### src/logic/coreTypes.sv
`default_nettype none

package coreTypes;

  //////////////////////////////
  // Sizes
  //////////////////////////////

  // Spike generator array
  localparam int numGens = 4;
  localparam int genIdxWidth = $clog2(numGens);

  // Spike word fields
  localparam int tagWidth = 11;
  localparam int countWidth = 9;
  localparam int payloadWidth = tagWidth + countWidth;

  // Timing fields, in time units and clock cycles
  localparam int periodWidth = 16;
  localparam int unitWidth = 16;

  // Output buffer entries
  localparam int fifoDepth = 2;

  //////////////////////////////
  // Host protocol
  //////////////////////////////

  // Code byte values
  localparam logic [7:0] codeCfg = 8'h01;
  localparam logic [7:0] codeBd = 8'h02;

  // Register map
  localparam logic [7:0] regUnitLen = 8'd0;
  localparam logic [7:0] regStall = 8'd1;
  localparam logic [7:0] regPeriodBase = 8'd2;
  localparam logic [7:0] regTagBase = regPeriodBase + 8'(numGens);
  localparam int numRegs = int'(regTagBase) + numGens;

  // Config write view of a host word
  typedef struct packed {
    logic [7:0] code;
    logic [7:0] addr;
    logic [15:0] value;
  } cfgWordT;

  // Raw chip word view of a host word
  typedef struct packed {
    logic [7:0] code;
    logic [3:0] pad;
    logic [payloadWidth-1:0] data;
  } bdHostWordT;

  // Same 32 bits, decoded by code byte
  typedef union packed {
    cfgWordT cfgWord;
    bdHostWordT bdWord;
  } pcWordT;

  //////////////////////////////
  // Datapath words
  //////////////////////////////

  typedef struct packed {
    logic [tagWidth-1:0] tag;
    logic [countWidth-1:0] count;
  } spikeT;

  typedef struct packed {
    logic isSpike;
    logic [payloadWidth-1:0] payload;
  } mergedWordT;

  // Header 1 marks a spike body
  typedef struct packed {
    logic header;
    logic [payloadWidth-1:0] body;
  } bdWordT;

  // Decoded register file
  typedef struct packed {
    logic [unitWidth-1:0] unitLen;
    logic stall;
    logic [numGens-1:0][periodWidth-1:0] periods;
    logic [numGens-1:0][tagWidth-1:0] tags;
  } cfgT;

endpackage

`default_nettype wire

### src/logic/bdOutputStage.sv
`default_nettype none

module bdOutputStage import coreTypes::*; (
  input wire logic clk,
  input wire logic rstN,
  input wire mergedWordT mergedWord,
  input wire logic mergedValid,
  output logic mergedReady,
  input wire logic stall,
  output bdWordT bdOut,
  output logic bdOutValid,
  input wire logic bdOutReady
);

  bdWordT fifoMem [fifoDepth];
  bdWordT encoded;
  logic wrPtr;
  logic rdPtr;
  logic [1:0] fill;
  logic stallQ;
  logic push;
  logic pop;

  // Spikes get header 1, raw words header 0
  assign encoded.header = mergedWord.isSpike;
  assign encoded.body = mergedWord.payload;

  //////////////////////////////
  // Two entry FIFO
  //////////////////////////////

  assign mergedReady = (fill != 2'(fifoDepth));
  assign push = mergedValid && mergedReady;
  assign pop = bdOutValid && bdOutReady;

  always_ff @(posedge clk) begin
    if (push) begin
      fifoMem[wrPtr] <= encoded;
    end
  end

  // Pointers and fill level
  always_ff @(posedge clk) begin
    if (!rstN) begin
      wrPtr <= 1'b0;
      rdPtr <= 1'b0;
      fill <= '0;
      stallQ <= 1'b0;
    end else begin
      stallQ <= stall;
      if (push) wrPtr <= !wrPtr;
      if (pop) rdPtr <= !rdPtr;
      fill <= fill + 2'(push) - 2'(pop);
    end
  end

  // Head held while stalled
  assign bdOut = fifoMem[rdPtr];
  assign bdOutValid = (fill != '0) && !stallQ;

endmodule

`default_nettype wire

### src/logic/bdTagMerge.sv
`default_nettype none

module bdTagMerge import coreTypes::*; (
  input wire logic clk,
  input wire logic rstN,
  input wire [payloadWidth-1:0] rawWord,
  input wire logic rawValid,
  output logic rawReady,
  input wire spikeT [numGens-1:0] spike,
  input wire [numGens-1:0] spikeValid,
  output logic [numGens-1:0] spikeReady,
  output mergedWordT mergedWord,
  output logic mergedValid,
  input wire logic mergedReady
);

  logic [genIdxWidth-1:0] ptr;
  logic [genIdxWidth-1:0] winner;
  logic [genIdxWidth-1:0] candIdx;
  logic found;
  logic spikeGrant;
  logic spikeXfer;

  //////////////////////////////
  // Round robin search
  //////////////////////////////

  // First valid generator starting at the pointer
  always_comb begin
    found = 1'b0;
    winner = ptr;
    candIdx = ptr;
    for (int k = 0; k < numGens; k++) begin
      candIdx = genIdxWidth'((int'(ptr) + k) % numGens);
      if (!found && spikeValid[candIdx]) begin
        found = 1'b1;
        winner = candIdx;
      end
    end
  end

  //////////////////////////////
  // Grant and output mux
  //////////////////////////////

  // Raw words always win
  assign spikeGrant = !rawValid && found;

  assign mergedValid = rawValid || found;
  assign rawReady = rawValid && mergedReady;

  always_comb begin
    if (rawValid) begin
      mergedWord.isSpike = 1'b0;
      mergedWord.payload = rawWord;
    end else begin
      mergedWord.isSpike = 1'b1;
      mergedWord.payload = spike[winner];
    end
  end

  // Ready only towards the winner
  always_comb begin
    spikeReady = '0;
    if (spikeGrant && mergedReady) begin
      spikeReady[winner] = 1'b1;
    end
  end

  assign spikeXfer = spikeGrant && mergedReady;

  //////////////////////////////
  // Pointer
  //////////////////////////////

  // Next search starts past the last winner
  always_ff @(posedge clk) begin
    if (!rstN) begin
      ptr <= '0;
    end else if (spikeXfer) begin
      ptr <= genIdxWidth'((int'(winner) + 1) % numGens);
    end
  end

endmodule

`default_nettype wire

### src/logic/core.sv
`default_nettype none

module core import coreTypes::*; (
  input wire logic clk,
  input wire logic rstN,
  input wire pcWordT pcIn,
  input wire logic pcInValid,
  output logic pcInReady,
  output bdWordT bdOut,
  output logic bdOutValid,
  input wire logic bdOutReady
);

  //////////////////////////////
  // Internal links
  //////////////////////////////

  // Plain config registers
  cfgT cfg;
  logic unitPulse;

  // Raw words into the merge
  logic [payloadWidth-1:0] rawWord;
  logic rawValid;
  logic rawReady;

  // Generator spikes
  spikeT [numGens-1:0] spike;
  logic [numGens-1:0] spikeValid;
  logic [numGens-1:0] spikeReady;

  // Merged stream
  mergedWordT mergedWord;
  logic mergedValid;
  logic mergedReady;

  //////////////////////////////
  // Config and timing
  //////////////////////////////

  pcConfigParser parser_i (
    .clk(clk),
    .rstN(rstN),
    .pcIn(pcIn),
    .pcInValid(pcInValid),
    .pcInReady(pcInReady),
    .cfg(cfg),
    .rawWord(rawWord),
    .rawValid(rawValid),
    .rawReady(rawReady)
  );

  timeUnitMgr timeMgr_i (
    .clk(clk),
    .rstN(rstN),
    .unitLen(cfg.unitLen),
    .unitPulse(unitPulse)
  );

  //////////////////////////////
  // Host to chip datapath
  //////////////////////////////

  // One generator per period and tag pair
  for (genvar i = 0; i < numGens; i++) begin : genArray
    spikeGenerator gen_i (
      .clk(clk),
      .rstN(rstN),
      .unitPulse(unitPulse),
      .period(cfg.periods[i]),
      .tag(cfg.tags[i]),
      .spike(spike[i]),
      .spikeValid(spikeValid[i]),
      .spikeReady(spikeReady[i])
    );
  end

  bdTagMerge merge_i (
    .clk(clk),
    .rstN(rstN),
    .rawWord(rawWord),
    .rawValid(rawValid),
    .rawReady(rawReady),
    .spike(spike),
    .spikeValid(spikeValid),
    .spikeReady(spikeReady),
    .mergedWord(mergedWord),
    .mergedValid(mergedValid),
    .mergedReady(mergedReady)
  );

  // Stall flag gates the chip side
  bdOutputStage outStage_i (
    .clk(clk),
    .rstN(rstN),
    .mergedWord(mergedWord),
    .mergedValid(mergedValid),
    .mergedReady(mergedReady),
    .stall(cfg.stall),
    .bdOut(bdOut),
    .bdOutValid(bdOutValid),
    .bdOutReady(bdOutReady)
  );

endmodule

`default_nettype wire

### src/logic/pcConfigParser.sv
`default_nettype none

module pcConfigParser import coreTypes::*; (
  input wire logic clk,
  input wire logic rstN,
  input wire pcWordT pcIn,
  input wire logic pcInValid,
  output logic pcInReady,
  output cfgT cfg,
  output logic [payloadWidth-1:0] rawWord,
  output logic rawValid,
  input wire logic rawReady
);

  //////////////////////////////
  // Decode
  //////////////////////////////

  logic [7:0] code;
  cfgWordT cfgView;
  logic inXfer;
  logic cfgWrite;
  logic rawLoad;
  logic [genIdxWidth-1:0] periodIdx;
  logic [genIdxWidth-1:0] tagIdx;

  // Code byte sits at the same place in both views
  assign code = pcIn.cfgWord.code;
  assign cfgView = pcIn.cfgWord;

  // Raw slot empty or emptying this cycle
  assign pcInReady = !rawValid || rawReady;
  assign inXfer = pcInValid && pcInReady;

  // Writes past the map fall through unused
  assign cfgWrite = inXfer && (code == codeCfg) && (int'(cfgView.addr) < numRegs);
  assign rawLoad = inXfer && (code == codeBd);

  // Generator index within each register bank
  assign periodIdx = genIdxWidth'(cfgView.addr - regPeriodBase);
  assign tagIdx = genIdxWidth'(cfgView.addr - regTagBase);

  //////////////////////////////
  // Register file
  //////////////////////////////

  always_ff @(posedge clk) begin
    if (!rstN) begin
      cfg <= '0;
    end else if (cfgWrite) begin
      if (cfgView.addr == regUnitLen) begin
        cfg.unitLen <= cfgView.value;
      end else if (cfgView.addr == regStall) begin
        // Only bit 0 is meaningful
        cfg.stall <= cfgView.value[0];
      end else if (cfgView.addr < regTagBase) begin
        cfg.periods[periodIdx] <= cfgView.value;
      end else begin
        cfg.tags[tagIdx] <= cfgView.value[tagWidth-1:0];
      end
    end
  end

  //////////////////////////////
  // Raw word slot
  //////////////////////////////

  // Reload on same-cycle drain keeps valid high
  always_ff @(posedge clk) begin
    if (!rstN) begin
      rawValid <= 1'b0;
    end else if (rawLoad) begin
      rawValid <= 1'b1;
    end else if (rawReady) begin
      rawValid <= 1'b0;
    end
  end

  // Payload only
  always_ff @(posedge clk) begin
    if (rawLoad) begin
      rawWord <= pcIn.bdWord.data;
    end
  end

endmodule

`default_nettype wire

### src/logic/spikeGenerator.sv
`default_nettype none

module spikeGenerator import coreTypes::*; (
  input wire logic clk,
  input wire logic rstN,
  input wire logic unitPulse,
  input wire [periodWidth-1:0] period,
  input wire [tagWidth-1:0] tag,
  output spikeT spike,
  output logic spikeValid,
  input wire logic spikeReady
);

  logic [periodWidth-1:0] countdown;
  logic [periodWidth-1:0] lastPeriod;
  logic [tagWidth-1:0] lastTag;
  logic [countWidth-1:0] pending;
  logic [countWidth-1:0] pendingBase;
  logic cfgChanged;
  logic fire;
  logic spikeXfer;

  //////////////////////////////
  // Countdown
  //////////////////////////////

  // Any period or tag write reloads
  assign cfgChanged = (period != lastPeriod) || (tag != lastTag);

  // Countdown at 1 hits zero on this pulse
  assign fire = !cfgChanged && unitPulse && (period != '0) && (countdown <= 1);

  always_ff @(posedge clk) begin
    if (!rstN) begin
      countdown <= '0;
      lastPeriod <= '0;
      lastTag <= '0;
    end else begin
      lastPeriod <= period;
      lastTag <= tag;
      if (cfgChanged || fire) begin
        countdown <= period;
      end else if (unitPulse && (period != '0)) begin
        countdown <= countdown - 1'b1;
      end
    end
  end

  //////////////////////////////
  // Pending spikes
  //////////////////////////////

  assign spikeXfer = spikeValid && spikeReady;

  // Delivered count leaves the pending total
  assign pendingBase = spikeXfer ? '0 : pending;

  always_ff @(posedge clk) begin
    if (!rstN) begin
      pending <= '0;
    end else if (fire && (pendingBase != '1)) begin
      // Saturates at all ones
      pending <= pendingBase + 1'b1;
    end else begin
      pending <= pendingBase;
    end
  end

  // Offered until the merge takes it
  assign spikeValid = (pending != '0);
  assign spike.tag = tag;
  assign spike.count = pending;

endmodule

`default_nettype wire

### src/logic/timeUnitMgr.sv
`default_nettype none

module timeUnitMgr import coreTypes::*; (
  input wire logic clk,
  input wire logic rstN,
  input wire [unitWidth-1:0] unitLen,
  output logic unitPulse
);

  logic [unitWidth-1:0] lastLen;
  logic [unitWidth-1:0] cycleCnt;
  logic [unitWidth-1:0] cntNext;
  logic lenChanged;
  logic unitEnd;

  // New length restarts the count
  assign lenChanged = (unitLen != lastLen);
  assign cntNext = cycleCnt + 1'b1;

  // Last cycle of a unit; zero length never ends
  assign unitEnd = !lenChanged && (unitLen != '0) && (cntNext == unitLen);

  //////////////////////////////
  // Cycle counter
  //////////////////////////////

  always_ff @(posedge clk) begin
    if (!rstN) begin
      lastLen <= '0;
      cycleCnt <= '0;
      unitPulse <= 1'b0;
    end else begin
      lastLen <= unitLen;
      // One cycle strobe per unit
      unitPulse <= unitEnd;
      if (lenChanged || (unitLen == '0) || unitEnd) begin
        cycleCnt <= '0;
      end else begin
        cycleCnt <= cntNext;
      end
    end
  end

endmodule

`default_nettype wire

### config.mk
export PLATFORM = sky130hd
export DESIGN_NAME = core
export DESIGN_NICKNAME = d
export VERILOG_FILES = /design/src/logic/coreTypes.sv /design/src/logic/bdOutputStage.sv /design/src/logic/bdTagMerge.sv /design/src/logic/core.sv /design/src/logic/pcConfigParser.sv /design/src/logic/spikeGenerator.sv /design/src/logic/timeUnitMgr.sv
export SDC_FILE = /design/constraint.sdc
export NUM_CORES = 1
export LEC_CHECK = 0
export BUFFER_PORTS_ARGS = -buffer_cell sky130_fd_sc_hd__buf_4
export CAP_MARGIN = 40
export CORE_MARGIN = 2
export CORE_UTILIZATION = 45
export DETAILED_ROUTE_END_ITERATION = 7
export RECOVER_POWER = 50
export REMOVE_ABC_BUFFERS = 1
export SYNTH_ARGS = -nofsm -noshare
export SYNTH_HDL_FRONTEND = slang
export SYNTH_SLANG_ARGS = --single-unit
### constraint.sdc
create_clock -name clk -period 6.73 [get_ports clk]
set_input_delay 2.019 -clock clk [delete_from_list [all_inputs] [get_ports clk]]
set_output_delay 2.019 -clock clk [all_outputs]
set_load 0.01 [all_outputs]
==> impl_results.md <==
- # H-tree levels: 2
- Synth Warn #: 0
- Top Family by Delay on Critical Path: buffers and inverters
- Post-Syn Area: 19600 um^2
- Fillers: 3948
- Worst reg-to-reg path cell count: 16
- # IOs: 59
- FMAX: 181 MHz
- LEAKAGE: 9.04 nW
- Hold path depth: 2
- CTS sink cnt: 437
- Fin Setup TNS: 0 ps
- Post CTS Setup Buffer Count: 0
- Worst slew margin: -1.07
- Antenna Nets Post-Route: 0
- Synth async-reset ratio: 0
- Most common cell in the synthesized netlist: dfxtp_1
- CTS Buffer Depth: 3
- WHS Endpoint: parser_i.cfg[108]
- Max cap viols: 4
- Via count: 14300
- Min Hold Slack: between 400 and 500 ps
- EDFF count, synth: 62
- Failing checks: max-capacitance violations, max-slew violations
- Vias in the first global route: 13800
- Min-Delay Path Class: reg2reg
- WP buf/inv: 3
- Fin cells: 2632
- Final Critical Period: 5530 ps
- Worst path cell trace: clkbuf_1 -> inv_6 -> clkbuf_1 -> nor2_1
- CTS-repair resized insts: 0
- HP Start: parser_i.cfg[108]
- Yosys cell types: 76
- R2R Path Start: genArray[0].gen_i.pending[3]
- Final hold vios: 0
- Most frequent cells after synthesis: 375 x dfxtp_1, 269 x nor2_1, 172 x mux2i_1
- Initial DRT Pass Iterations: 5
- Final WS setup: 1200 ps
- Flip-flop and latch area: 9370 um^2
- Top FF cell, synth: dfxtp_1
- CP Data Required Time: just over 7000 ps
- WL final: 49900 um
- WS Path Type: in2reg
- Total core area: 43100 um^2
- Fin crit share: 0.822
- Worst slew pin tran: 3100 ps
- Total gr overflow: 0
- Critical path capture point type: register
- Top cells by area, synth: dfxtp_1 38%, edfxtp_1 9.5%, mux2i_1 8.8%, xnor2_1 5.6%, nor2_1 5.1%
- Syn-to-layout area delta: 12.7%
- Fraction of the yosys area taken by sequential cells: 0.478
- Synth top area share: 0.383
- Worst slack, placed: 1870 ps
- Multi-input logic area: 9700 um^2
- Reg clk slew, reported paths: 60 ps
- Root buffer cell: clkbuf_16
- Initial antenna violation count: 2
- Starting Density: 0.455
- First-pass GRT wire length: 78100 um
- Slowest Stage Delay on Critical Path: 2250 ps
- Global Route Usage Sum: 0.223
- Stages on the worst setup path: 4
- Slowest cell on the critical path: clkbuf_1
- N_diodes: 0
- Via/cell ratio: 5.44
- Pwr dens: ~250 nW/um^2
- Status: finished with violations
- Die W: between 200 and 250 um
- Most numerous cell on the critical path: clkbuf_1
- Max-slew violations: 206
- Mean post-synth cell area: a little under 10 um^2
- TritonCTS clock tree: built
- Drc violations: 0
- Avg WL per Cell: around 19 um
- HPWL after DPL: around 33000 um
- Setup-failing EPs final: 0
- Placed insts: ~2500
- Total CTS buffers: 46
- Die footprint: 45300 um^2
- Initial drt markers: 845
- Final Skew: between 15 and 20 ps
- Die Ht: 213 um
- Crit path DAT: between 5000 and 6000 ps
- Critical path startpoint category: input port
- Clock latency on the worst-skew pair: 580 ps
- Maximum vdd ir drop: 0.000174 V
- FP Rows: between 70 and 80
- Pwr Total: between 5 and 6 mW
- #FFs+latches synth: 437
- Critical Path Start: rstN
- Port Buffers: 58
- Largest net degree at the start of global routing: 79
- Yosys top cell by area: dfxtp_1
- Crit path max fanout: 74
- Hold buffers post-CTS: 0
- Fin nets: 2070
- Final Wtd Congestion: ~0.84
- Share of cells above drive strength 1: 0.107
- RSZ-0062 raised after global routing: no
- Worst r2r dst: genArray[3].gen_i.pending[2]
- R2r setup slk: 1350 ps
- Mapped Cells: just under 2000
## registers in the layout, indices dropped and copies added, names as in the netlist, 2 cells and up, named ones only
signal / cells
timeMgr_i.lastLen: 16
genArray.gen_i.lastPeriod: 64
parser_i.cfg: 125
genArray.gen_i.lastTag: 44
timeMgr_i.cycleCnt: 16
parser_i.rawWord: 20
outStage_i.fifoMem: 42
merge_i.ptr: 2
outStage_i.fill: 2
genArray.gen_i.pending: 36
genArray.gen_i.countdown: 64
## per-stage QoR
step,utilization,cell area [um^2]
floorplan,-,19200
global route,0.513,22100
finish,0.513,22100
CTS,0.516,22200
global placement,0.476,20500
detailed placement,0.480,20700
## where the power goes
group | switching (mW) | internal (mW)
logic | 0.136 | 0.0846
clock network | 1.05 | 1.55
registers | 0.00902 | 2.65
## layout by cell type (no fill, tap or decap), types with 47 or more instances in the layout
cell type    n
dfxtp_1    375
xor2_1      80
clkbuf_16   47
nor4_1      54
buf_4       48
nand2_1     84
nor2_1     269
mux2i_1    172
and2_1     116
a21oi_1     49
xnor2_1    125
edfxtp_1    62
## worst max-delay path by stage
stage | to | slack, ps
CTS | genArray[3].gen_i.pending[2] | 1840
detailed placement | genArray[3].gen_i.pending[1] | 1870
floorplan | genArray[1].gen_i.pending[3] | 1380
finish | parser_i.cfg[36] | 1200
global route | parser_i.cfg[94] | 890
global placement | parser_i.cfg[46] | 1880
## cell families (layout without fill, tap and decap cells)
| kind of cell | Yosys count | after routing | share of synthesized area |
|---|---|---|---|
| multiplexers | 216 | 216 | 0.113 |
| AO/OA/AOI/OAI | 198 | 198 | 0.0744 |
| buffers and inverters | 137 | 211 | 0.0287 |
| AND/OR/NAND/NOR | 755 | 755 | 0.198 |
| XOR/XNOR | 207 | 207 | 0.0938 |
| adder cells (fa/ha/maj) | 23 | 23 | 0.0147 |
| flip-flops | 437 | 437 | 0.478 |
## worst register-to-register path, delay by kind of cell, from the launching register on
| family | cells | cell delay (ps) |
|---|---|---|
| compound gates | 4 | 840 |
| flops | 1 | 340 |
| simple gates | 8 | 2820 |
| buf+inv | 1 | 560 |
| fa+ha+maj | 3 | 700 |
## routing by layer
metal | GRT usage | wire, um
met4 | 0.0675 | 1340
met2 | 0.371 | 23300
met3 | 0.0354 | 2250
met5 | 0 | 30
met1 | 0.300 | 23100
## layout make-up
| cell class | instances | share of cell area |
|---|---|---|
| clock inverter | 15 | 0.00928 |
| timing repair buffer | 86 | 0.0268 |
| inverter | 41 | 0.00719 |
| clock buffer | 69 | 0.0614 |
| multi-input combinational | 1399 | 0.438 |
| tap | 585 | 0.0331 |
| sequential | 437 | 0.424 |
(Power assumes the default switching activity.)
